==> src/design/gobou_pkg.sv <==
package gobou_pkg;

  // ==============================
  // sizes
  // ==============================

  // neuron cores and width of a core select
  localparam int GOBOU_CORE    = 4;
  localparam int GOBOU_CORELOG = 2;

  // address widths of net and image memories
  localparam int GOBOU_NETSIZE = 8;
  localparam int IMGSIZE       = 10;

  // layer neuron counts
  localparam int LWIDTH = 10;

  // data words and accumulator
  localparam int DWIDTH = 16;
  localparam int AWIDTH = 40;

  // ==============================
  // fixed point
  // ==============================

  // fraction bits of data, weights and biases
  localparam int FRAC = 8;

  typedef logic signed [DWIDTH-1:0] data_t;
  typedef logic signed [AWIDTH-1:0] acc_t;
  typedef data_t [GOBOU_CORE-1:0]   core_data_t;
  typedef logic [IMGSIZE-1:0]       img_addr_t;
  typedef logic [GOBOU_NETSIZE-1:0] net_addr_t;
  typedef logic [LWIDTH-1:0]        lcount_t;
  typedef logic [GOBOU_CORELOG-1:0] core_sel_t;

  // output neurons handled per group
  localparam lcount_t CORE_STEP = lcount_t'(GOBOU_CORE);

  // saturation bounds in accumulator width
  localparam acc_t SAT_MAX = acc_t'((1 << (DWIDTH - 1)) - 1);
  localparam acc_t SAT_MIN = -acc_t'(1 << (DWIDTH - 1));

  // strobes between sequencer and cores
  typedef struct packed {
    logic start;
    logic valid;
    logic stop;
  } ctrl_reg;

endpackage

==> src/design/gobou_img_arb.sv <==
`timescale 1ns/1ps

module gobou_img_arb (
  input  logic                 clk,
  input  logic                 xrst,
  input  logic                 busy,
  input  logic                 host_en,
  input  logic                 host_we,
  input  gobou_pkg::img_addr_t host_addr,
  input  gobou_pkg::data_t     host_wdata,
  input  logic                 seq_we,
  input  gobou_pkg::img_addr_t seq_addr,
  input  gobou_pkg::data_t     seq_wdata,
  output logic                 host_gnt,
  output logic                 mem_we,
  output gobou_pkg::img_addr_t mem_addr,
  output gobou_pkg::data_t     mem_wdata
);

  // port owner of the previous cycle, 1 for the sequencer
  logic r_seq_owner;

  always_ff @(posedge clk) begin
    if (!xrst) begin
      r_seq_owner <= 1'b0;
    end else if (r_seq_owner != busy) begin
      r_seq_owner <= busy;
    end
  end

  // host waits one idle cycle so the last sequencer read drains first
  assign host_gnt = !busy && !r_seq_owner;

  // ungranted host writes are dropped
  assign mem_we    = host_gnt ? host_en && host_we : seq_we;
  assign mem_addr  = host_gnt ? host_addr : seq_addr;
  assign mem_wdata = host_gnt ? host_wdata : seq_wdata;

endmodule

==> config.mk <==
export PLATFORM = sky130hd
export DESIGN_NAME = gobou_img_arb
export DESIGN_NICKNAME = d
export VERILOG_FILES = /design/src/design/gobou_pkg.sv /design/src/design/gobou_img_arb.sv
export SDC_FILE = /design/constraint.sdc
export NUM_CORES = 1
export LEC_CHECK = 0
export ABC_AREA = 1
export BUFFER_PORTS_ARGS = -buffer_cell sky130_fd_sc_hd__buf_2
export CORE_MARGIN = 4
export CORE_UTILIZATION = 31
export DETAILED_ROUTE_END_ITERATION = 6
export PLACE_DENSITY = 0.85
export SLEW_MARGIN = 20
export SYNTH_ARGS = -nofsm -noshare
export SYNTH_HDL_FRONTEND = slang
export SYNTH_SLANG_ARGS = --single-unit
==> constraint.sdc <==
create_clock -name clk -period 3 [get_ports clk]
set_input_delay 0.3 -clock clk [delete_from_list [all_inputs] [get_ports clk]]
set_output_delay 0.3 -clock clk [all_outputs]
set_load 0.02 [all_outputs]
==> results of run 1 <==
-- cell type report --
class / instances / area (sq um)
fillers: 177 / 769
inverters: 29 / 109
multi-input cells: 60 / 352
flip-flops and latches: 1 / 20.0
well taps: 25 / 31.3
repair buffers: 86 / 445
-- cell usage after synthesis, drive strengths merged --
cell	number
o21ai	27
dfxtp	1
inv	29
buf	5
nand3	1
ha	2
nor2	2
clkbuf	1
nand2	28
-- kinds of logic (layout without fill, tap and decap cells) --
logic type / count (synthesis) / in the layout
compound gates: 27 / 27
fa+ha+maj: 2 / 2
buf+inv: 35 / 115
flops: 1 / 1
simple gates: 31 / 31
-- metrics by stage --
step	worst slack, ns	hold WS (ns)	utilization
6_report	1.16	0.472	0.554
3_5_place_dp	1.15	0.473	0.554
3_3_place_gp	1.19	0.479	0.554
2_1_floorplan	1.52	0.420	-
4_1_cts	1.15	0.473	0.554
5_1_grt	1.01	0.514	0.554
-- report_power, final --
group          internal, mW  switching (mW)
clock network             0               0
logic                0.0953           0.140
registers            0.0156        0.000853
total                 0.111           0.141
-- worst register-to-register path, stage by stage, from the launching register on --
cell	delay, ns
dfxtp_1	0.30
inv_1	0.06
ha_2	0.33
nand2_1	0.05
nand2_1	0.05
nor2_1	0.03
-- placed cells by master (no fill, tap or decap), drive strengths merged --
| master | instances |
|---|---|
| inv | 29 |
| nand2 | 28 |
| nor2 | 2 |
| dfxtp | 1 |
| o21ai | 27 |
| buf | 86 |
| ha | 2 |
| nand3 | 1 |
-- path summary, 6_finish.rpt --
path | from | slack [ns] | cells past startpoint | end
hold reg to reg | r_seq_owner | 0.47 | 2 | r_seq_owner
setup / recovery | busy | 1.16 | 7 | mem_we
hold / removal | r_seq_owner | 0.47 | 2 | r_seq_owner
setup reg to reg | r_seq_owner | 2.06 | 5 | r_seq_owner
-- metal layers --
| layer | GRT usage | vias to the layer above | wire (microns) | share of wire |
|---|---|---|---|---|
| met5 | 0 | - | 0 | 0 |
| met4 | 0 | 0 | 0 | 0 |
| met3 | 0.0475 | 0 | 337 | 0.20 |
| met2 | 0.237 | 59 | 767 | 0.44 |
| met1 | 0.133 | 306 | 622 | 0.36 |
| li1 | - | 448 | - | - |
==> flow_summary.ini, run 1 <==
[final_layout]
stdcell_count = 201
area_delta_synth_final_pct = 70.8
num_antenna_cells = 0
drive_above_1_share = 0.602
reg_top3 = r_seq_owner: 1 flops
fin_area_sq_um = 957
regMostFlops = r_seq_owner
nNetsFinal = 238
largest_reg_flops = 1

[hold_path]
min_path_type = reg -> reg

[setup_path]
crit_buf_inv = 4
cp-start-kind = primary input
crit_type = in -> out
crit_path_end_kind = primary output
critPathMaxStageDelay_ns = 0.44
cp_common_cell = buf_2
crit_chain = buf_2 -> inv_1 -> ha_2 -> buf_12 -> nand3_1 -> o21ai_0 -> buf_2
slowest_stage = ha_2
crit_arrival_ns = 1.54
crit_family = buffers and inverters
critPathMaxFanout = 38
cp.required_ns = 2.70

[sta]
rsz0062_at_grt = false
timing.slew.headroom = 0.739
finalHoldViolations = 0
setup_viol_count_final = 0
fmax_mhz = 544
slew_viol_final = 0
tns_ns = 0
worst_pin_slew_ns = 0.392
fin_skew_ns = 0
fin_crit_sh = 0.612
fin_crit_ns = 1.84

[synth]
syn-cell-area_sq_um = 561
synth_xor_area_frac = 0
ys_ff_latch = 1
synth_warnings = 0
syn-mean-instance-area_sq_um = 5.84
synth_compound_area_frac = 0.368
synthAdderAreaFrac = 0.0446
syn-instance-count = 96
synth_top_area_frac = 0.297
syn_nets = 156
yosysSeqAreaShare = 0.0357
synth_cell_type_count = 13
yosysTopAreaCell = o21ai_2
synth_top_family_by_area = compound AO/OA/AOI/OAI gates
synth.area.top_cells = o21ai_2 30%, inv_1 19%, nand2_1 19%
synth-simple-area-share = 0.210
synthMuxAreaShare = 0

[route]
num_vias = 813
ant_nets = 0
drc = 0
vias_per_cell = 4.04
wl_microns = 1730
drt_iter0_markers = 6
drt-pass1-iter-count = 2
wire_per_inst_microns = 8.59

[global_route]
grt_max_degree = 39
grt_overflow_total = 0
track_usage = 0.123
grt_first_pass_wirelength_microns = 2700
grt_antenna_before_repair = 0
grt_pass1_vias = 718

[die]
dieWidth_microns = 50.5
fp.dieH_microns = 50.5
initial_core_util = 0.325
pin_count = 86
core.rowCount = 15
core_area_sq_um = 1730
die-area_sq_um = 2550

[status]
status = completed

[power]
p_per_area_nw_per_um2 = 263
ir_drop_mv = 0.148
p_leak_nw = 0.642
total_power_mw = 0.252

[placed_design]
port_buffers = 85
dpl_cell_area_sq_um = 957
hpwl_microns = 1530
gp_congestion = 0.632
post-place-cells = 201

[clock_network]
post_cts_buffers = 0
postCtsHoldBufs = 0
clkTransAtPathRegs_ns = 0
clock_latency_ns = 0
cts_resized = 0

[flow_run]
max_cap_viol_count = 0
Note: power is estimated with default switching activity, not from simulation.
==> run 2: changes to the inputs <==
--- a/config.mk
+++ b/config.mk
@@ -8,9 +8,9 @@
 export ABC_AREA = 1
 export BUFFER_PORTS_ARGS = -buffer_cell sky130_fd_sc_hd__buf_2
 export CORE_MARGIN = 4
-export CORE_UTILIZATION = 31
+export CORE_UTILIZATION = 26
 export DETAILED_ROUTE_END_ITERATION = 6
-export PLACE_DENSITY = 0.85
+export PLACE_DENSITY = 0.76
 export SLEW_MARGIN = 20
 export SYNTH_ARGS = -nofsm -noshare
 export SYNTH_HDL_FRONTEND = slang
==> constraint.sdc (replaced) <==
create_clock -name clk -period 1.6 [get_ports clk]
set_input_delay 0.16 -clock clk [delete_from_list [all_inputs] [get_ports clk]]
set_output_delay 0.16 -clock clk [all_outputs]
set_load 0.02 [all_outputs]
==> run 2 against run 1 <==
Net effect: worst hold slack got worse by 0.090 ns; largest power group unchanged; critical endpoint is now mem_addr[8]; cell area is 1.0% higher; worst setup slack worse by 0.88 ns; critical path depth down 1; combinational power up 88%; sequential share of layout area hardly changed.
==> flow_summary.ini, run 2 (synthesis results as in run 1) <==
[setup_path]
r2r_setup_slack_ns = 0.68
crit_chain = inv_1 -> ha_2 -> buf_4 -> nand2_1 -> o21ai_2 -> buf_2
regToRegStartpoint = r_seq_owner
crit_path_end_kind = primary output
cp-start-kind = register
crit_arrival_ns = 1.16
worstReg2RegEnd = r_seq_owner
slowest_stage = dfxtp_1
critPathMaxFanout = 20
startpoint = r_seq_owner
ff2ff_path_depth = 5
crit_type = reg -> out
critPathMaxStageDelay_ns = 0.29
crit_end = mem_addr[8]
cp.required_ns = 1.44

[sta]
slew_viol_final = 0
rsz0062_at_grt = false
setup_viol_count_final = 0
worst_pin_slew_ns = 0.226
timing.slew.headroom = 0.849
fmax_mhz = 760
fin_crit_ns = 1.32
fin_skew_ns = 0
tns_ns = 0
fin_crit_sh = 0.823
finalHoldViolations = 0

[die]
die-area_sq_um = 2960
fp.dieH_microns = 54.4
initial_core_util = 0.280
core.rowCount = 16
pin_count = 86
core_area_sq_um = 2000
dieWidth_microns = 54.4

[placed_design]
gp_congestion = 0.671
post-place-cells = 204
dpl_cell_area_sq_um = 967
port_buffers = 85
hpwl_microns = 1560

[final_layout]
final_common_cell = buf_2
area_delta_synth_final_pct = 72.5
multi_input_area_sq_um = 352
reg_top3 = r_seq_owner: 1 flops
post-route-util = 0.483
fillers = 227
largest_reg_flops = 1
num_antenna_cells = 0
final_cell_mix = 85 x buf_2, 29 x inv_1, 28 x nand2_1, 19 x o21ai_2
drive_above_1_share = 0.605
fin_area_sq_um = 967
regMostFlops = r_seq_owner
stdcell_count = 204
seq_area_sq_um = 20.0
nNetsFinal = 239

[global_route]
grt_pass1_vias = 547
grt_max_degree = 35
grt_antenna_before_repair = 0
grt_overflow_total = 0
track_usage = 0.0883
grt_first_pass_wirelength_microns = 2080

[route]
num_vias = 821
vias_per_cell = 4.02
drt-pass1-iter-count = 3
wire_per_inst_microns = 8.30
ant_nets = 0
drt_iter0_markers = 2
wl_microns = 1690
drc = 0

[clock_network]
cts_resized = 0
clkTransAtPathRegs_ns = 0
postCtsHoldBufs = 0
clock_latency_ns = 0
post_cts_buffers = 0

[power]
total_power_mw = 0.474
p_leak_nw = 0.647
p_per_area_nw_per_um2 = 490
ir_drop_mv = 0.272

[flow_run]
max_cap_viol_count = 0

[status]
status = completed

[hold_path]
min_path_type = in -> reg
[run 2: cell type report]
type / count / area share
repair buffers: 87 / 0.468
multi-input cells: 60 / 0.364
inverters: 29 / 0.113
well taps: 27 / 0.0349
flip-flops and latches: 1 / 0.0207
[run 2: through the flow]
step / hold WS [ns] / worst slack, ns
after floorplan: 0.280 / 0.270
after global placement: 0.380 / 0.286
after detailed placement: 0.388 / 0.262
after CTS: 0.388 / 0.261
after global routing: 0.419 / 0.143
final: 0.381 / 0.284
[run 2: how the worst min path moves through the flow]
stage,start,to,slack (ns),depth (start not counted)
detailed placement,xrst,r_seq_owner,0.39,3
floorplan,xrst,r_seq_owner,0.28,2
finish,xrst,r_seq_owner,0.38,3
global route,xrst,r_seq_owner,0.42,3
global placement,xrst,r_seq_owner,0.38,3
CTS,xrst,r_seq_owner,0.39,3
[run 2: report_power, final]
| group | internal (mW) | total [mW] | leakage [nW] | switching (mW) |
|---|---|---|---|---|
| clock network | 0 | 0 | 0 | 0 |
| registers | 0.0292 | 0.0308 | 0.00832 | 0.00157 |
| logic | 0.181 | 0.443 | 0.639 | 0.263 |
| total | 0.210 | 0.474 | 0.647 | 0.264 |
[run 2: critical path, delay by kind of cell (launching register included)]
family	cells	cell delay [ns]
compound gates	1	0.06
fa+ha+maj	1	0.20
buf+inv	3	0.50
flops	1	0.29
simple gates	1	0.10
[run 2: per-layer routing]
layer	vias to the layer above	track usage	wire length, microns
met2	54	0.159	756
met5	-	0	0
met4	0	0	0
met3	0	0.0218	365
met1	317	0.111	571
li1	450	-	-
