<file path="src/design/gobou_pkg.sv">
package gobou_pkg;

  // ==============================
  // sizes
  // ==============================

  // neuron cores and width of a core select
  localparam int GOBOU_CORE    = 4;
  localparam int GOBOU_CORELOG = 2;

  // address widths of net and image memories
  localparam int GOBOU_NETSIZE = 8;
  localparam int IMGSIZE       = 10;

  // layer neuron counts
  localparam int LWIDTH = 10;

  // data words and accumulator
  localparam int DWIDTH = 16;
  localparam int AWIDTH = 40;

  // ==============================
  // fixed point
  // ==============================

  // fraction bits of data, weights and biases
  localparam int FRAC = 8;

  typedef logic signed [DWIDTH-1:0] data_t;
  typedef logic signed [AWIDTH-1:0] acc_t;
  typedef data_t [GOBOU_CORE-1:0]   core_data_t;
  typedef logic [IMGSIZE-1:0]       img_addr_t;
  typedef logic [GOBOU_NETSIZE-1:0] net_addr_t;
  typedef logic [LWIDTH-1:0]        lcount_t;
  typedef logic [GOBOU_CORELOG-1:0] core_sel_t;

  // output neurons handled per group
  localparam lcount_t CORE_STEP = lcount_t'(GOBOU_CORE);

  // saturation bounds in accumulator width
  localparam acc_t SAT_MAX = acc_t'((1 << (DWIDTH - 1)) - 1);
  localparam acc_t SAT_MIN = -acc_t'(1 << (DWIDTH - 1));

  // strobes between sequencer and cores
  typedef struct packed {
    logic start;
    logic valid;
    logic stop;
  } ctrl_reg;

endpackage

</file>
<file path="src/design/gobou_serial.sv">
`timescale 1ns/1ps

module gobou_serial (
  input  logic                  clk,
  input  logic                  xrst,
  input  logic                  serial_we,
  input  gobou_pkg::core_data_t in_data,
  output gobou_pkg::data_t      out_data
);

  // word 0 sits at the output end
  gobou_pkg::core_data_t r_buf;

  // parallel load, then one word down per cycle
  always_ff @(posedge clk) begin
    if (!xrst) begin
      r_buf <= '0;
    end else if (serial_we) begin
      r_buf <= in_data;
    end else begin
      r_buf <= {gobou_pkg::data_t'(0), r_buf[gobou_pkg::GOBOU_CORE-1:1]};
    end
  end

  assign out_data = r_buf[0];

endmodule

</file>
<file path="config.mk">
export PLATFORM = sky130hd
export DESIGN_NAME = gobou_serial
export DESIGN_NICKNAME = d
export VERILOG_FILES = /design/src/design/gobou_pkg.sv /design/src/design/gobou_serial.sv
export SDC_FILE = /design/constraint.sdc
export NUM_CORES = 1
export LEC_CHECK = 0
export ABC_AREA = 1
export BUFFER_PORTS_ARGS = -buffer_cell sky130_fd_sc_hd__buf_2
export CAP_MARGIN = 15
export CORE_MARGIN = 8
export CORE_UTILIZATION = 35
export DETAILED_ROUTE_END_ITERATION = 12
export MAX_ROUTING_LAYER = met4
export PLACE_DENSITY = 0.68
export SYNTH_ARGS = -nofsm -noshare
export SYNTH_HDL_FRONTEND = slang
export SYNTH_SLANG_ARGS = --single-unit
export TNS_END_PERCENT = 50
</file>
<file path="constraint.sdc">
create_clock -name clk -period 1.3 [get_ports clk]
set_clock_uncertainty 0.15 [all_clocks]
set_input_delay 0.26 -clock clk [delete_from_list [all_inputs] [get_ports clk]]
set_output_delay 0.26 -clock clk [all_outputs]
set_load 0.05 [all_outputs]
</file>
==> metrics.md, run 1 <==
| Metric | Value |
|---|---|
| CP startpoint | `out_data[11]` |
| RSZ-0062 raised after global routing | `false` |
| Post-Syn Nets | `roughly 440` |
| Reg2reg start | `r_buf[17]` |
| Area Overhead vs Synth | `30.4%` |
| Leak | `1.90 nW` |
| Layout cell share with drive strength beyond 1 | `0.224` |
| Post-synthesis register bit count | `64` |
| Via density | `3.76` |
| Max Slew Vio Count | `0` |
| Clock buffer depth | `2` |
| Yosys warns | `0` |
| Hold_ws | `0.0702 ns` |
| Status | `completed` |
| Metal2 WL | `around 2400 um` |
| Dominant cells by area after synthesis | `dfxtp_1, nor2_1, nand2_1, inv_1, buf_4` |
| Unique masters post-synth | `9` |
| Final net count | `518` |
| First-pass GRT wire length | `~8900 um` |
| Multi-input logic area | `787 um^2` |
| Clk sinks | `64` |
| Buffers on Ports | `between 80 and 90` |
| # DRC | `0` |
| Max_cap viols | `0` |
| Worst hold path type | `input pin to register` |
| DR top layer | `met4` |
| Sequential fraction of the synthesis area | `0.502` |
| Final setup violation count | `0` |
| CTS tree | `built` |
| Reg area | `approximately 0.0013 mm^2` |
| Synth top area share | `0.502` |
| Total track usage | `0.113` |
| Root buffer cell | `clkbuf_8` |
| Final Instance Count excl. Fillers | `approximately 560` |
| Placement Setup Slack | `0.171 ns` |
| # IOs | `83` |
| Fin crit share | `0.950` |
| Metal3 WL | `276 um` |
| Fmax | `just over 800 MHz` |
| H-tree Lvls | `3` |
| Largest area contributor in the netlist | `dfxtp_1` |
| Vias | `between 2000 and 2500` |
| Final setup margin | `0.0652 ns` |
| DRT Pass-1 Iters | `4` |
| Largest net degree at the start of global routing | `45` |
| Clock latency on the worst-skew pair | `around 0.32 ns` |
| Die Span Y | `a little over 100 um` |
| Starting density of the core | `0.356` |
| Critical path's slowest cell | `dfxtp_1` |
| CP required | `0.89 ns` |
| Inst Count DP | `523` |
| Final setup TNS | `0 ns` |
| # Post-CTS Setup Buffers | `0` |
| Final hold vios | `0` |
| Avg WL per Cell | `around 9.4 um` |
| Cell count after synthesis | `370` |
| CTS Buf Count | `9` |
| Number of core rows | `31` |
| Number of global-route vias before repair | `around 2100` |
| ANT cells | `0` |
| Delay-heaviest family, CP | `flip-flops` |
| Worst slew margin | `0.812` |
| Final WL | `approximately 5200 um` |
| Starting DRT DRC Count | `70` |
| CP peak stage delay | `between 0.3 and 0.4 ns` |
| M1 WL | `roughly 2500 um` |
| Initial antenna violation count | `0` |
| Peak supply drop | `about 0.40 mV` |
| CP Class | `register to output pin` |
| Core box area | `a little over 0.007 mm^2` |
| Congestion Overflow GR | `0` |
| Clk pin slew, worst setup/hold paths | `0.07 ns` |
| Critical Path Start Type | `register` |
| RD Place Congestion | `about 0.73` |
| Post-DRT Antenna Nets | `0` |
| Cell area after synthesis | `0.00255 mm^2` |
| Min-delay src | `in_data[22]` |
| Worst path buffer plus inverter count | `1` |
| Syn Area/Cell | `between 6 and 7 um^2` |
| Die area | `0.0103 mm^2` |
| CP cell instances | `buf_4` |
| Fin crit period | `roughly 1.2 ns` |
| Die Width | `between 100 and 150 um` |
| Worst Path Max Fanout | `1` |
| Pwr dens | `approximately 1300 mW/mm^2` |
| Critical Path AT | `~0.82 ns` |
| CP endpoint kind | `output pin` |
| Slew @ Worst Pin | `0.282 ns` |
| Filler instances | `743` |
| HPWL after detailed placement | `3670 um` |
[cells by family after synthesis]
logic type,Yosys count,synth area share
buf+inv,97,0.190
simple gates,209,0.308
flops,64,0.502
[synthesized netlist by cell type]
cell      count
nor2_1      112
nand2_1      96
dfxtp_1      64
inv_1        64
buf_4        20
buf_2         6
buf_6         5
clkbuf_1      2
nand2_2       1
[per-layer routing]
metal / GRT usage / up-vias
li1: - / 1179
met1: 0.129 / 852
met2: 0.177 / 48
met3: 0.0330 / 7
met4: 0.0596 / 0
met5: - / -
[placed cells by master, fill, tap and decap left out, drive strengths merged]
| cell | instances |
|---|---|
| buf | 87 |
| bufinv | 1 |
| dfxtp | 64 |
| clkinv | 2 |
| dlygate4sd3 | 16 |
| inv | 64 |
| nand2 | 97 |
| nor2 | 112 |
| clkbuf | 13 |
[flip-flops by register name, summed over array words and instances, names as in the netlist]
name,flops
r_buf,48
out_data,16
[final timing paths]
path                   to  cells after the start  slack, ns
max          out_data[11]                      1       0.07
max reg2reg   out_data[1]                      2       0.57
min reg2reg   out_data[8]                      2       0.30
min             r_buf[22]                      5       0.07
[report_power, final]
group          internal [W]  switching, W  total, W
logic              0.000264      0.000356  0.000620
clock network      0.000986      0.000692   0.00168
registers           0.00208     0.0000294   0.00211
[layout make-up]
class                      instances  area share
tap                               99      0.0372
multi-input combinational        209       0.236
clock buffer                      13      0.0477
clock inverter                     3      0.0120
timing repair buffer             103       0.210
inverter                          64      0.0722
sequential                        64       0.385
[metrics by stage]
stage	area [um^2]	total power [W]	utilization
3_3_place_gp	2930	0.00271	0.408
4_1_cts	3330	0.00447	0.464
6_report	3330	0.00441	0.464
2_1_floorplan	2550	0.00259	-
5_1_grt	3330	0.00466	0.464
3_5_place_dp	2930	0.00272	0.408
[repair_timing]
item                                    in CTS  in global routing
gates resized for setup                     16                  0
hold buffers                                16                  0
endpoints found under the hold margin       16                  0
endpoints found under the setup margin      16                  0
(Power assumes the default switching activity.)
==> inputs of run 2 (changes only) <==
Settings changed: ABC_AREA 1 to 0.
==> run 2 against run 1 <==
Worst setup slack got worse by 0.017 ns. Sequential cell count unchanged. Sequential share of layout area grew 3.7 points. Design area down 8.7%. Die area is 4.1% lower. Critical endpoint is now out_data[13]. Routed wire length fell by 12%. Total power is 2.7% lower. Combinational power is 17% lower. Global-route usage is 1.4 points lower. Fmax is 1.3% lower. Hold slack got worse by 0.051 ns. Clock-buffer cell count did not move.
==> metrics.md, run 2 <==
| Metric | Value |
|---|---|
| H-tree Lvls | `3` |
| Peak supply drop | `roughly 0.47 mV` |
| Via density | `between 4 and 5` |
| Final setup violation count | `0` |
| # IOs | `83` |
| Dominant cells by area after synthesis | `dfxtp_1, mux2i_1, nor2b_1, buf_4, and3_1` |
| Number of core rows | `30` |
| Max_cap viols | `0` |
| Avg WL per Cell | `between 10 and 15 um` |
| Hold_ws | `0.0193 ns` |
| Placed cell areas | `0.00275 mm^2` |
| Most frequent cells in the layout | `buf_2, dfxtp_1, mux2i_1, nor2b_1, buf_4` |
| Final net count | `346` |
| Clk sinks | `64` |
| Most common cell after layout, fill and taps aside | `buf_2` |
| CP Class | `register to output pin` |
| Layout cell share with drive strength beyond 1 | `0.356` |
| HPWL after detailed placement | `about 3300 um` |
| CP required | `roughly 0.89 ns` |
| CTS Buf Count | `9` |
| Post-synth EDFFs | `0` |
| RSZ-0062 raised after global routing | `false` |
| Post-synthesis register bit count | `64` |
| Reg2reg path depth | `2` |
| Die area | `between 0.009 and 0.01 mm^2` |
| Leak | `roughly 1.5 nW` |
| Number of global-route vias before repair | `about 1600` |
| Unique masters post-synth | `10` |
| Initial antenna violation count | `0` |
| Buffers on Ports | `between 80 and 90` |
| Root buffer cell | `clkbuf_8` |
| RR Endpoint | `r_buf[39]` |
| Filler instances | `about 680` |
| Status | `completed` |
| Fmax | `~800 MHz` |
| # Post-CTS Setup Buffers | `0` |
| DRT Pass-1 Iters | `4` |
| Final WL | `around 4600 um` |
| Max Slew Vio Count | `0` |
| Worst Path Max Fanout | `1` |
| Worst hold path type | `input pin to register` |
| Total track usage | `0.0995` |
| CP endpoint kind | `output pin` |
| CP peak stage delay | `roughly 0.32 ns` |
| Sequential fraction of the synthesis area | `0.528` |
| Worst R2R Setup Slack | `around 0.54 ns` |
| Critical Path Start Type | `register` |
| Starting density of the core | `0.359` |
| Pwr dens | `approximately 1400 mW/mm^2` |
| CP cell instances | `buf_4` |
| Vias | `around 1500` |
| Cell area after synthesis | `0.00243 mm^2` |
| Synth top area share | `0.528` |
| First-pass GRT wire length | `~7500 um` |
| Share of flip-flops with an asynchronous set or reset | `0` |
| Largest area contributor in the netlist | `dfxtp_1` |
| Hold Path Stages | `2` |
| Clock buffer depth | `2` |
| Layout Cell Area excl Fill | `about 0.0030 mm^2` |
| ANT cells | `0` |
| Core box area | `0.00676 mm^2` |
| Fin crit share | `0.963` |
| Power, Total | `approximately 0.0043 W` |
| Final hold vios | `0` |
| Die Span Y | `between 90 and 100 um` |
| Starting DRT DRC Count | `76` |
| Hold EP | `r_buf[55]` |
| Largest Register | `r_buf` |
| Largest net degree at the start of global routing | `between 60 and 70` |
| Max reg flops | `48` |
| Min-delay src | `in_data[55]` |
| Fin crit period | `between 1 and 1.5 ns` |
| Worst slew margin | `0.462` |
| Delay-heaviest family, CP | `flip-flops` |
| Post-DRT Antenna Nets | `0` |
| Critical path's slowest cell | `dfxtp_1` |
| Die Width | `approximately 99 um` |
| CTS tree | `built` |
| Syn Area/Cell | `approximately 12 um^2` |
| Yosys warns | `0` |
| Worst path buffer plus inverter count | `1` |
| Synth Flop Type | `dfxtp_1` |
| Area Overhead vs Synth | `25.2%` |
| Slew @ Worst Pin | `0.806 ns` |
| Count leader, synth | `dfxtp_1` |
| # DRC | `0` |
| Clk pin slew, worst setup/hold paths | `about 0.070 ns` |
| Critical Path AT | `0.84 ns` |
| Post-Syn Nets | `273` |
| Synth cell count leaders | `dfxtp_1, mux2i_1, nor2b_1, and3_1, buf_4` |
| Cell count after synthesis | `approximately 210` |
| Reg2reg start | `r_buf[55]` |
| Clock latency on the worst-skew pair | `between 0.3 and 0.4 ns` |
| RD Place Congestion | `around 0.64` |
| Congestion Overflow GR | `0` |
-- run 2: changes by cell type after synthesis, sizes merged --
| cell | change |
|---|---|
| and3 | +16 |
| buf | -7 |
| clkbuf | +4 |
| inv | -64 |
| mux2i | +48 |
| nand2 | -97 |
| nor2 | -112 |
| nor2b | +48 |
-- run 2: report_power, final --
group | switching (W) | internal (W)
clock network | 0.000701 | 0.000985
logic | 0.000259 | 0.000253
registers | 0.0000245 | 0.00206
-- run 2: layer usage --
layer	part of all wire	wire length, um	track usage
met1	0.46	2110	0.110
met2	0.46	2100	0.150
met3	0.055	251	0.0321
met4	0.025	116	0.0664
met5	0	0	-
-- run 2: timing repair --
| item | 4_1_cts | 5_1_grt |
|---|---|---|
| hold buffers | 5 | 0 |
| hold endpoints to repair | 5 | 0 |
| setup endpoints to repair | 16 | 0 |
| gates resized for setup | 16 | 0 |
-- run 2: cell families after synthesis --
family,count (synthesis),share of synthesized area
multiplexers,48,0.198
AND/OR/NAND/NOR,64,0.165
flip-flops,64,0.528
buffers and inverters,30,0.109
-- run 2: stage by stage --
step	utilization	TNS, ns	setup WS, ns	std cells
floorplan	-	0	0.244	206
global placement	0.407	-1.48	-0.0556	343
detailed placement	0.407	-3.69	-0.100	343
CTS	0.450	0	0.0241	364
global route	0.450	0	0.00711	364
finish	0.450	0	0.0486	364
-- run 2: final cells by class --
| cell class | count | area [um^2] | share of cell area |
|---|---|---|---|
| Tap cell | 80 | 100 | 0.0329 |
| Multi-Input combinational cell | 112 | 881 | 0.290 |
| Clock buffer | 13 | 159 | 0.0523 |
| Timing Repair Buffer | 92 | 578 | 0.190 |
| Clock inverter | 3 | 40.0 | 0.0132 |
| Sequential cell | 64 | 1280 | 0.422 |
-- run 2: worst max path at each step --
stage	cells past startpoint	start	slack, ns	to
detailed placement	2	xrst	-0.10	r_buf[52]
global route	1	out_data[10]	0.007	out_data[10]
floorplan	4	serial_we	0.24	out_data[0]
global placement	2	xrst	-0.06	r_buf[57]
CTS	1	out_data[13]	0.02	out_data[13]
finish	1	out_data[13]	0.05	out_data[13]
==> inputs of run 3 (changes only) <==
Settings changed: GPL_TIMING_DRIVEN from default to 0, REMOVE_ABC_BUFFERS from default to 1.
==> run 3 against run 2 <==
Register-to-register slack hardly changed. Hold slack worse by 0.0032 ns. Sequential power hardly changed. Combinational power is 5.9% lower. Sequential cell count stayed put. First-iteration DRC count is 88% lower. Clock-buffer cell count is 1 lower. Via count is 3.2% higher. Core utilization is 1.4 points lower. Fmax is 0.80% higher. Die area stayed put.
==> metrics.md, run 3 (synthesis results as in run 2) <==
| Metric | Value |
|---|---|
| Largest Register | `r_buf` |
| Die Span Y | `between 90 and 100 um` |
| Avg WL per Cell | `approximately 12 um` |
| Final setup TNS | `0 ns` |
| Starting DRT DRC Count | `9` |
| ANT cells | `0` |
| Clock buffer depth | `2` |
| Leak | `roughly 1.4 nW` |
| Most common cell after layout, fill and taps aside | `buf_2` |
| Fmax | `805 MHz` |
| Core Util, Final | `0.436` |
| H-tree Lvls | `3` |
| # DRC | `0` |
| Slew @ Worst Pin | `0.865 ns` |
| Area Overhead vs Synth | `21.4%` |
| Root buffer cell | `clkbuf_8` |
| Worst path buffer plus inverter count | `1` |
| Layout cell share with drive strength beyond 1 | `0.342` |
| CTS tree | `built` |
| RSZ-0062 raised after global routing | `false` |
| Largest net degree at the start of global routing | `65` |
| CTS Buf Count | `9` |
| Congestion Overflow GR | `0` |
| Number of core rows | `30` |
| Starting density of the core | `0.359` |
| CP endpoint kind | `output pin` |
| Clk pin slew, worst setup/hold paths | `around 0.070 ns` |
| Final WL | `4380 um` |
| # Post-CTS Setup Buffers | `0` |
| CP Class | `register to output pin` |
| Number of global-route vias before repair | `between 1500 and 2000` |
| Final net count | `340` |
| CP cell instances | `buf_4` |
| Max Slew Vio Count | `0` |
| Die area | `between 0.009 and 0.01 mm^2` |
| First-pass GRT wire length | `roughly 7300 um` |
| Via density | `approximately 4.3` |
| Status | `completed` |
| Post-DRT Antenna Nets | `0` |
| Vias | `between 1500 and 2000` |
| Peak supply drop | `0.602 mV` |
| Worst Path Max Fanout | `1` |
| Buffers on Ports | `approximately 80` |
| Worst slew margin | `0.424` |
| Fin crit period | `1.24 ns` |
| # IOs | `83` |
| Die Width | `approximately 99 um` |
| Max_cap viols | `0` |
| Critical Path AT | `0.83 ns` |
| Core box area | `around 0.0068 mm^2` |
| Clk sinks | `64` |
| CP required | `a little under 0.9 ns` |
| Clock latency on the worst-skew pair | `about 0.33 ns` |
| Initial antenna violation count | `0` |
| Final setup margin | `between 0.05 and 0.06 ns` |
| Placement Setup Slack | `-0.320 ns` |
| Critical path's slowest cell | `dfxtp_1` |
| Pwr dens | `approximately 1400 mW/mm^2` |
| Final hold vios | `0` |
| Worst hold path type | `input pin to register` |
| Delay-heaviest family, CP | `flip-flops` |
| Fin crit share | `0.955` |
| CP peak stage delay | `0.32 ns` |
| Most frequent cells in the layout | `buf_2, dfxtp_1, mux2i_1, nor2b_1, and3_1` |
| Max reg flops | `48` |
| Total track usage | `0.0961` |
| RD Place Congestion | `0.664` |
| Critical Path Start Type | `register` |
| DRT Pass-1 Iters | `3` |
| Final setup violation count | `0` |
==> run 3: path summary, 6_finish.rpt <==
path	cells after the start	from	slack (ns)	end
min	2	in_data[53]	0.02	r_buf[53]
max	1	out_data[8]	0.06	out_data[8]
min reg2reg	2	r_buf[41]	0.33	r_buf[25]
max reg2reg	2	r_buf[32]	0.54	r_buf[16]
==> run 3: layout make-up <==
class                      count  area [um^2]
sequential                    64         1280
clock inverter                 4         45.0
multi-input combinational    112          881
tap                           80          100
fill                         670         3810
clock buffer                  12          135
timing repair buffer          86          504
==> run 3: through the flow <==
step	cells	hold slack (ns)	power, W	cell area, um^2
final	358	0.0161	0.00414	2950
after global routing	358	0.00310	0.00434	2950
after CTS	356	0.000504	0.00421	2920
after detailed placement	338	0.322	0.00259	2680
after global placement	338	0.312	0.00259	2670
after floorplan	176	0.238	0.00239	2160
==> run 3: report_power, final <==
group	switching, W	internal [W]	total [W]
Sequential	0.0000249	0.00206	0.00209
Clock	0.000691	0.000878	0.00157
Combinational	0.000248	0.000233	0.000482
==> run 3: timing repair <==
item	in CTS	in global routing
pin swaps	0	0
endpoints found under the setup margin	16	21
endpoints found under the hold margin	2	2
hold buffers	2	2
resized for setup	16	3
==> run 3: per-layer routing <==
| layer | GRT usage | up-vias | wire length (um) |
|---|---|---|---|
| met2 | 0.151 | 55 | 1970 |
| met1 | 0.0991 | 685 | 2070 |
| met5 | - | - | 0 |
| met4 | 0.0524 | 0 | 74 |
| li1 | - | 797 | - |
| met3 | 0.0426 | 8 | 269 |
