`src/design/gobou_pkg.sv`:
```
package gobou_pkg;

  // ==============================
  // sizes
  // ==============================

  // neuron cores and width of a core select
  localparam int GOBOU_CORE    = 4;
  localparam int GOBOU_CORELOG = 2;

  // address widths of net and image memories
  localparam int GOBOU_NETSIZE = 8;
  localparam int IMGSIZE       = 10;

  // layer neuron counts
  localparam int LWIDTH = 10;

  // data words and accumulator
  localparam int DWIDTH = 16;
  localparam int AWIDTH = 40;

  // ==============================
  // fixed point
  // ==============================

  // fraction bits of data, weights and biases
  localparam int FRAC = 8;

  typedef logic signed [DWIDTH-1:0] data_t;
  typedef logic signed [AWIDTH-1:0] acc_t;
  typedef data_t [GOBOU_CORE-1:0]   core_data_t;
  typedef logic [IMGSIZE-1:0]       img_addr_t;
  typedef logic [GOBOU_NETSIZE-1:0] net_addr_t;
  typedef logic [LWIDTH-1:0]        lcount_t;
  typedef logic [GOBOU_CORELOG-1:0] core_sel_t;

  // output neurons handled per group
  localparam lcount_t CORE_STEP = lcount_t'(GOBOU_CORE);

  // saturation bounds in accumulator width
  localparam acc_t SAT_MAX = acc_t'((1 << (DWIDTH - 1)) - 1);
  localparam acc_t SAT_MIN = -acc_t'(1 << (DWIDTH - 1));

  // strobes between sequencer and cores
  typedef struct packed {
    logic start;
    logic valid;
    logic stop;
  } ctrl_reg;

endpackage

```
`src/design/gobou_ctrl_core.sv`:
```
`timescale 1ns/1ps

module gobou_ctrl_core (
  input  logic                  clk,
  input  logic                  xrst,
  input  gobou_pkg::ctrl_reg    in_ctrl,
  input  logic                  req,
  input  gobou_pkg::core_sel_t  net_sel,
  input  logic                  net_we,
  input  gobou_pkg::net_addr_t  net_addr,
  input  gobou_pkg::img_addr_t  in_offset,
  input  gobou_pkg::img_addr_t  out_offset,
  input  gobou_pkg::lcount_t    total_out,
  input  gobou_pkg::lcount_t    total_in,
  input  gobou_pkg::data_t      out_wdata,
  output gobou_pkg::ctrl_reg    out_ctrl,
  output logic                  ack,
  output logic                  img_we,
  output gobou_pkg::img_addr_t  img_addr,
  output gobou_pkg::data_t      img_wdata,
  output logic [gobou_pkg::GOBOU_CORE-1:0] mem_net_we,
  output gobou_pkg::net_addr_t  mem_net_addr,
  output logic                  breg_we,
  output logic                  serial_we
);

  typedef enum logic [1:0] {
    S_WAIT,
    S_WEIGHT,
    S_BIAS,
    S_OUTPUT
  } state_t;

  state_t               r_state;
  gobou_pkg::ctrl_reg   r_out_ctrl;
  logic                 r_ack;
  gobou_pkg::lcount_t   r_total_in;
  gobou_pkg::lcount_t   r_total_out;
  gobou_pkg::lcount_t   r_count_in;
  gobou_pkg::lcount_t   r_count_out;
  gobou_pkg::lcount_t   r_serial_cnt;
  gobou_pkg::img_addr_t r_in_offset;
  gobou_pkg::img_addr_t r_out_offset;
  gobou_pkg::img_addr_t r_input_addr;
  gobou_pkg::img_addr_t r_output_addr;
  gobou_pkg::net_addr_t r_net_offset;
  gobou_pkg::net_addr_t r_net_addr;
  logic                 r_img_we;
  logic                 r_breg_we;
  logic                 r_serial_we;

  logic accept;
  logic last_group;
  logic s_weight_end;
  logic s_bias_end;
  logic s_output_end;

  // requests only count while idle
  assign accept       = req && r_ack;
  assign last_group   = r_count_out + gobou_pkg::CORE_STEP >= r_total_out;
  assign s_weight_end = r_state == S_WEIGHT
                        && r_count_in == r_total_in - gobou_pkg::lcount_t'(1);
  assign s_bias_end   = r_state == S_BIAS;
  assign s_output_end = r_state == S_OUTPUT && r_serial_cnt == gobou_pkg::CORE_STEP;

  always_ff @(posedge clk) begin
    if (!xrst) begin
      r_state     <= S_WAIT;
      r_count_in  <= '0;
      r_count_out <= '0;
    end else begin
      case (r_state)
        S_WAIT: begin
          if (accept) begin
            r_state     <= S_WEIGHT;
            r_count_in  <= '0;
            r_count_out <= '0;
          end
        end
        S_WEIGHT: begin
          if (s_weight_end) begin
            r_state    <= S_BIAS;
            r_count_in <= '0;
          end else begin
            r_count_in <= r_count_in + gobou_pkg::lcount_t'(1);
          end
        end
        S_BIAS: begin
          r_state <= S_OUTPUT;
        end
        S_OUTPUT: begin
          // next group or back to idle once all words are out
          if (s_output_end) begin
            if (last_group) begin
              r_state <= S_WAIT;
            end else begin
              r_state     <= S_WEIGHT;
              r_count_out <= r_count_out + gobou_pkg::CORE_STEP;
            end
          end
        end
        default: begin
          r_state <= S_WAIT;
        end
      endcase
    end
  end

  // layer geometry held for the whole request
  always_ff @(posedge clk) begin
    if (accept) begin
      r_total_in   <= total_in;
      r_total_out  <= total_out;
      r_in_offset  <= in_offset;
      r_out_offset <= out_offset;
      r_net_offset <= net_addr;
    end
  end

  // ==============================
  // image side
  // ==============================

  always_ff @(posedge clk) begin
    if (!xrst) begin
      r_img_we      <= 1'b0;
      r_input_addr  <= '0;
      r_output_addr <= '0;
    end else begin
      // one write per serializer word
      r_img_we <= r_state == S_OUTPUT
                  && (r_serial_we
                      || (r_serial_cnt != '0 && r_serial_cnt < gobou_pkg::CORE_STEP));
      if (s_bias_end) begin
        r_input_addr <= '0;
      end else if (r_state == S_WEIGHT && !s_weight_end) begin
        r_input_addr <= r_input_addr + gobou_pkg::img_addr_t'(1);
      end
      // runs across groups within one request
      if (accept) begin
        r_output_addr <= '0;
      end else if (r_img_we) begin
        r_output_addr <= r_output_addr + gobou_pkg::img_addr_t'(1);
      end
    end
  end

  assign img_we    = r_img_we;
  assign img_addr  = (r_state == S_OUTPUT) ? r_out_offset + r_output_addr
                                           : r_in_offset + r_input_addr;
  assign img_wdata = (r_state == S_OUTPUT) ? out_wdata : '0;

  // ==============================
  // net side
  // ==============================

  // host writes decoded per core
  for (genvar i = 0; i < gobou_pkg::GOBOU_CORE; i++) begin : g_net_we
    assign mem_net_we[i] = net_we && net_sel == gobou_pkg::core_sel_t'(i);
  end

  // weights then bias, contiguous for every group
  always_ff @(posedge clk) begin
    if (!xrst) begin
      r_net_addr <= '0;
    end else if (accept) begin
      r_net_addr <= '0;
    end else if (r_state == S_WEIGHT || r_state == S_BIAS) begin
      r_net_addr <= r_net_addr + gobou_pkg::net_addr_t'(1);
    end
  end

  assign mem_net_addr = net_we ? net_addr : r_net_offset + r_net_addr;

  // ==============================
  // strobes and handshake
  // ==============================

  always_ff @(posedge clk) begin
    if (!xrst) begin
      r_out_ctrl   <= '0;
      r_breg_we    <= 1'b0;
      r_serial_we  <= 1'b0;
      r_serial_cnt <= '0;
      r_ack        <= 1'b1;
    end else begin
      // registered so they meet the memory read data
      r_out_ctrl.start <= accept || (s_output_end && !last_group);
      r_out_ctrl.valid <= r_state == S_WEIGHT;
      r_out_ctrl.stop  <= s_bias_end;
      r_breg_we        <= s_bias_end;
      // core 0 speaks for all cores
      r_serial_we      <= in_ctrl.start;
      if (r_serial_we) begin
        r_serial_cnt <= gobou_pkg::lcount_t'(1);
      end else if (r_serial_cnt == gobou_pkg::CORE_STEP) begin
        r_serial_cnt <= '0;
      end else if (r_serial_cnt != '0) begin
        r_serial_cnt <= r_serial_cnt + gobou_pkg::lcount_t'(1);
      end
      if (accept) begin
        r_ack <= 1'b0;
      end else if (s_output_end && last_group) begin
        r_ack <= 1'b1;
      end
    end
  end

  assign out_ctrl  = r_out_ctrl;
  assign breg_we   = r_breg_we;
  assign serial_we = r_serial_we;
  assign ack       = r_ack;

endmodule

```
`config.mk`:
```
export PLATFORM = sky130hd
export DESIGN_NAME = gobou_ctrl_core
export DESIGN_NICKNAME = d
export VERILOG_FILES = /design/src/design/gobou_pkg.sv /design/src/design/gobou_ctrl_core.sv
export SDC_FILE = /design/constraint.sdc
export NUM_CORES = 1
export LEC_CHECK = 0
export BUFFER_PORTS_ARGS = -buffer_cell sky130_fd_sc_hd__buf_4
export CAP_MARGIN = 25
export CELL_PAD_IN_SITES_DETAIL_PLACEMENT = 0
export CELL_PAD_IN_SITES_GLOBAL_PLACEMENT = 1
export CORE_UTILIZATION = 39
export DETAILED_ROUTE_END_ITERATION = 8
export HOLD_SLACK_MARGIN = 0.12
export PLACE_DENSITY_LB_ADDON = 0.1
export SLEW_MARGIN = 20
export SYNTH_ARGS = -nofsm -noshare
export SYNTH_HDL_FRONTEND = slang
export SYNTH_SLANG_ARGS = --single-unit
```
`constraint.sdc`:
```
create_clock -name clk -period 2.9 [get_ports clk]
set_clock_uncertainty 0.2 [all_clocks]
set_input_delay 0.435 -clock clk [delete_from_list [all_inputs] [get_ports clk]]
set_output_delay 0.435 -clock clk [all_outputs]
set_load 0.05 [all_outputs]
```
==> results of run 1 <==
what timing repair did:
item | in CTS | in global routing
endpoints found under the setup margin | 7 | 19
gates cloned | 0 | 0
setup buffers | 5 | 4
pin swaps | 22 | 21
endpoints found under the hold margin | 49 | 0
resized for setup | 34 | 29
hold buffers | 49 | 0
synthesized netlist by cell type (9+ instances only):
cell type   n
and2_1     22
ha_1       45
nand3_1    24
edfxtp_1   48
inv_1      36
nor3_1     11
xnor2_1    27
or3_1      13
dfxtp_1    64
and3_1      9
clkbuf_1   13
nand2b_1   10
o21ai_0    34
nor2_1     56
xor2_1     33
nand4_1    14
nand2_1    47
a21oi_1    36
power by group:
part / leakage [nW] / switching, mW / total (mW) / internal, mW
logic: 2.41 / 0.952 / 1.62 / 0.666
clock network: 0.145 / 0.592 / 1.27 / 0.677
registers: 0.980 / 0.0726 / 1.82 / 1.75
total: 3.54 / 1.62 / 4.71 / 3.09
worst max-delay path, stage by stage, from the launching register on:
cell and delay (ns):
edfxtp_1 0.40, ha_1 0.30, a21o_1 0.19, a21oi_2 0.15, nor2b_1 0.06, o21a_1 0.19, o41ai_2 0.23, xnor2_1 0.12
mux2_2 0.28, buf_6 0.15
sequential cells by signal (all words and copies together), names as in the netlist:
register	cells
ack	1
r_output_addr	10
r_net_addr	8
r_count_in	10
r_serial_cnt	10
r_out_offset	10
img_we	1
r_input_addr	10
r_total_out	10
out_ctrl	2
r_net_offset	8
r_state	2
r_in_offset	10
r_total_in	10
breg_we	1
serial_we	1
r_count_out	8
cells by family after synthesis:
logic type,count (synthesis)
AOI/OAI and AO/OA,128
xor gates and xnor gates,60
adders and majority gates,48
buffers and inverters,59
DFF,112
muxes,11
and+or+nand+nor,243
per-layer routing:
| metal | vias up | part of all wire (%) | track usage [%] | routed length [um] |
|---|---|---|---|---|
| met5 | - | 0 | 0 | 0 |
| met4 | 0 | 1.2 | 4.583 | 169 |
| met3 | 11 | 4.0 | 4.264 | 564 |
| met2 | 102 | 48 | 30.61 | 6881 |
| met1 | 2451 | 47 | 21.83 | 6633 |
| li1 | 2726 | - | - | - |
area by class of cell:
cell class | count | share of cell area (%)
Timing Repair Buffer | 196 | 18.81
Sequential cell | 112 | 31.49
Clock buffer | 10 | 2.638
Tap cell | 216 | 3.114
Inverter | 37 | 1.644
Multi-Input combinational cell | 490 | 41.54
Clock inverter | 6 | 0.7641
placed cells by master, fill, tap and decap left out, types with 5 or more instances in the layout:
| master | synthesis | final |
|---|---|---|
| dfxtp_1 | 64 | 58 |
| nor2_1 | 56 | 55 |
| dfxtp_2 | 0 | 5 |
| mux2i_1 | 7 | 5 |
| nand3_1 | 24 | 23 |
| o21ai_0 | 34 | 22 |
| nor2b_1 | 8 | 7 |
| nand2_1 | 47 | 47 |
| buf_4 | 2 | 139 |
| nand4_1 | 14 | 14 |
| edfxtp_1 | 48 | 48 |
| a21oi_1 | 36 | 30 |
| nor3_1 | 11 | 11 |
| o21ai_2 | 2 | 5 |
| dlygate4sd3_1 | 0 | 49 |
| xor2_1 | 33 | 33 |
| and3_1 | 9 | 7 |
| o21ai_1 | 8 | 17 |
| ha_1 | 45 | 40 |
| clkbuf_16 | 0 | 9 |
| inv_1 | 36 | 32 |
| buf_6 | 2 | 7 |
| or3_1 | 13 | 12 |
| and2_1 | 22 | 22 |
| nand2b_1 | 10 | 10 |
| a21o_1 | 7 | 7 |
| xnor2_1 | 27 | 27 |
| a21oi_2 | 0 | 6 |
path summary, 6_finish.rpt:
kind                                 startpoint               to  slack [ns]  depth (start not counted)
worst min-delay path                       xrst              ack        0.25                          2
worst min register to register   r_count_out[9]   r_count_out[9]        0.28                          2
worst max-delay path            r_net_offset[1]  mem_net_addr[7]       -0.16                          9
worst max register to register   r_count_out[3]   r_count_out[3]        0.16                         13
metrics by stage:
stage / util (%) / hold WS, ns / total power, mW / TNS (ns)
floorplan: - / 0.2485 / 2.891 / -0.2470
global placement: 47.76 / 0.2599 / 3.330 / 0
detailed placement: 47.76 / 0.2827 / 3.351 / 0
CTS: 53.55 / 0.2394 / 4.739 / -0.4601
global route: 54.43 / 0.3036 / 4.968 / -1.360
finish: 54.43 / 0.2539 / 4.708 / -0.3606
==> qor.txt, run 1 <==
routed vias: 5290
VDD IR max: 354.3 uV
number of global-route vias before repair: 5199
area added between synthesis and finish: 36.03%
Worst setup SP type: flop
Netlist cell types: 70
fin worst setup slack: -0.1622 ns
boundary pin count: 118
fin crit share: 105.6%
Rows: 46
Placer Congestion: 0.7737
Pleak: 3.538 nW
first-pass GRT wire length: 23490 um
clk slew on worst S/H paths: 0.07 ns
top-area cell type share of the netlist area: 22.59%
diode count: 0
Die Span Y: 129.9 um
RSZ-0062 raised after global routing: yes
Placement Cell Area: 7614 um2
antenna violations before repair: 0
failing checks: setup timing
HP Class: in -> reg
total CTS buffers: 9
Syn Nets: 782
Root Driver: clkbuf_16
asr flop ratio synth: 0%
PortBufs: 115
Die Width: 129.9 um
post-place setup slack: 0.05864 ns
DR vias/cell: 4.958
Simple-Gate Fraction of Synth Area: 20.44%
post-synthesis xor/xnor area fraction: 8.237%
Post-Syn Area: 6380 um2
fraction of layout cells with a size suffix above 1: 27.03%
mux cell area share after synthesis: 1.804%
hpwl dp: 10210 um
drt wl/cell: 13.35 um
DP Cell Count: 993
worst skew pair latency: 0.36 ns
initial core utilization: 40.02%
GRT Total Usage: 17.62%
CORE AREA: 15940 um2
Synth Area in Compound Gates: 13.20%
cells after synthesis: 661
fmax: 326.6 MHz
top_reg_cell synth: dfxtp_1
sequential element share of the synthesized area: 42.68%
synth top area cells: edfxtp_1, dfxtp_1, ha_1
Critical Path Fanout Max: 2
Filler Cell Count: 1456
post-synth top area cell: edfxtp_1
Ys Warns: 0
multi-input logic area: 3605 um2
maximum root-to-sink buffer count: 2
FF+latch count, synth: 112
final hold vios: 0
actual slew at the worst max-slew pin: 0.6350 ns
1st-pass router iterations: 4
number of flops mapped to enable cells by yosys: 48
Seq. cell area: 2733 um2
largest family of logic cells by synthesized area: simple AND/OR/NAND/NOR gates
Tmin final: 3.062 ns
H-Tree Depth: 3
Max-slew headroom: 57.56%
CP arrival: 2.43 ns
non-filler instance count after layout: 1067
total routed wirelength: 14250 um
Num Clock Sinks: 112
status: complete, but fails checks
WP data required: 2.27 ns
Iter 0 DRT Violations: 161
Routed Antenna Nets: 0
largest net degree at the start of global routing: 36
Setup Viol. Count Final: 4
drt drc: 0
CTS tree: yes
Cell Pwr Density: 542.5 nW/um2
CP endpoint kind: output pin
maxcap violations: 0
post-route cell area: 8678 um2
Mean Syn Cell Area: 9.652 um2
Synth Area in Adders: 9.767%
max-slew violation total from the final report: 0
Die ar.: 16870 um2
GR Overflow Total: 0
Layout Nets: 967
critical path type: reg -> out
Power figures use the tool's default switching activity.
==> inputs of run 2 (changes only) <==
- CELL_PAD_IN_SITES_DETAIL_PLACEMENT: 0 -> 1
- PLACE_DENSITY: unset -> 0.84
- PLACE_DENSITY_LB_ADDON: 0.1 -> unset
==> qor.txt, run 2 (synthesis gave the netlist of run 1 again) <==
status: complete, but fails checks (unchanged)
failing checks: setup timing (unchanged)
DR vias/cell: 5.453 (was 4.958)
routed vias: 5807 (was 5290)
GRT Total Usage: 23.62% (was 17.62%)
fin crit share: 109.2% (was 105.6%)
Die Width: 129.9 um (unchanged)
Min-Delay Path Depth: 2 (unchanged)
worst hold margin: 0.2636 ns (was 0.2539 ns)
WP data required: 2.27 ns (about the same)
Cell Pwr Density: 545.6 nW/um2 (was 542.5 nW/um2)
number of global-route vias before repair: 6358 (was 5199)
HP Class: in -> reg (unchanged)
maxcap violations: 0 (unchanged)
critical path type: reg -> out (unchanged)
CORE AREA: 15940 um2 (unchanged)
Root Driver: clkbuf_16 (unchanged)
first-pass GRT wire length: 30880 um (was 23490 um)
VDD IR max: 364.0 uV (was 354.3 uV)
drt drc: 0 (unchanged)
H-Tree Depth: 3 (unchanged)
hpwl dp: 12750 um (was 10210 um)
total routed wirelength: 20910 um (was 14250 um)
CP endpoint kind: output pin (unchanged)
drt wl/cell: 19.63 um (was 13.35 um)
largest net degree at the start of global routing: 41 (was 36)
RSZ-0062 raised after global routing: yes (unchanged)
maximum root-to-sink buffer count: 2 (unchanged)
antenna violations before repair: 1 (was 0)
commonest non-fill, non-tap cell in the layout: buf_4 (unchanged)
Num Clock Sinks: 112 (unchanged)
area added between synthesis and finish: 39.11% (was 36.03%)
Die Span Y: 129.9 um (unchanged)
actual slew at the worst max-slew pin: 0.6216 ns (was 0.6350 ns)
Layout Nets: 964 (was 967)
1st-pass router iterations: 5 (was 4)
Max-slew headroom: 58.46% (was 57.56%)
highest-count cells in the layout ignoring fill and taps: buf_4, dfxtp_1, nor2_1, dlygate4sd3_1, edfxtp_1 (unchanged)
Die ar.: 16870 um2 (unchanged)
Setup Viol. Count Final: 9 (was 4)
Rows: 46 (unchanged)
max-slew violation total from the final report: 0 (unchanged)
Pwr Total: 4.842 mW (was 4.708 mW)
CP arrival: 2.53 ns (was 2.43 ns)
post-place setup slack: -0.1485 ns (was 0.05864 ns)
PortBufs: 115 (unchanged)
boundary pin count: 118 (unchanged)
total CTS buffers: 9 (unchanged)
Iter 0 DRT Violations: 216 (was 161)
GR Overflow Total: 0 (unchanged)
fraction of layout cells with a size suffix above 1: 30.54% (was 27.03%)
Tmin final: 3.167 ns (was 3.062 ns)
Routed Antenna Nets: 0 (unchanged)
Placer Congestion: 0.8176 (was 0.7737)
R2R cell count: 13 (unchanged)
worst skew pair latency: 0.36 ns (about the same)
initial core utilization: 40.02% (unchanged)
fin worst setup slack: -0.2668 ns (was -0.1622 ns)
clk slew on worst S/H paths: 0.08 ns (was 0.07 ns)
Worst setup SP type: flop (unchanged)
Critical Path Fanout Max: 2 (unchanged)
Pleak: 3.561 nW (was 3.538 nW)
final hold vios: 0 (unchanged)
CTS tree: yes (unchanged)
fmax: 315.8 MHz (was 326.6 MHz)
run 2: cell types whose count changed in the layout (fill, tap and decap cells not counted), sizes merged:
cell | before | now
buf | 147 | 144
clkinvlp | 1 | 4
inv | 38 | 36
bufinv | 1 | 0
diode | 0 | 1
run 2: final timing paths:
check / from / endpoint / slack, ns
setup / recovery: r_in_offset[1] / img_addr[6] / -0.27
hold / removal: xrst / ack / 0.26
setup reg to reg: r_count_out[2] / r_count_out[7] / 0.07
hold reg to reg: r_count_out[3] / r_count_out[3] / 0.30
run 2: per-layer routing:
layer  vias up  share of wire [%]  wire length (um)  track usage, %
li1       2710                  -                 -               -
met1      2874                 37              7729           24.10
met2       164                 56             11640           46.27
met3        59                3.6               758           5.453
met4         0                3.7               782           8.892
met5         -                  0                 0               0
run 2: where the power goes:
part	leakage (nW)	switching, mW	internal [mW]
Clock	0.125	0.610	0.588
Combinational	2.46	1.09	0.719
Sequential	0.981	0.0903	1.75
Total	3.56	1.79	3.05
run 2: area by class of cell:
class | count | area (um2)
fill | 1771 | 7068
clock buffer | 10 | 229.0
clock inverter | 6 | 45.04
multi-input combinational | 490 | 3811
antenna | 1 | 2.502
timing repair buffer | 193 | 1638
inverter | 37 | 142.6
tap | 216 | 270.3
sequential | 112 | 2736
run 2: critical path, stage by stage, from the launching register on:
cell	delay [ns]
edfxtp_1	0.42
inv_1	0.11
fa_2	0.42
nor2b_2	0.14
o21ai_2	0.08
a21boi_2	0.19
o21ai_2	0.09
nand2b_1	0.14
xnor2_2	0.10
mux2i_2	0.26
buf_6	0.21
run 2: what timing repair did:
| action | 4_1_cts | 5_1_grt |
|---|---|---|
| pin swaps | 21 | 21 |
| setup endpoints to repair | 16 | 20 |
| setup buffers | 7 | 5 |
| endpoints found under the hold margin | 49 | 0 |
| cloned | 0 | 0 |
| hold buffers | 49 | 0 |
| resized for setup | 47 | 58 |
run 2: metrics by stage:
stage          area [um2]  instances  setup TNS (ns)  util [%]
2_1_floorplan        6404        661         -0.2470         -
3_3_place_gp         7581        987               0     47.55
3_5_place_dp         7581        987         -0.2989     47.55
4_1_cts              8537       1059         -0.7402     53.55
5_1_grt              8875       1065          -2.580     55.67
6_report             8875       1065          -1.504     55.67
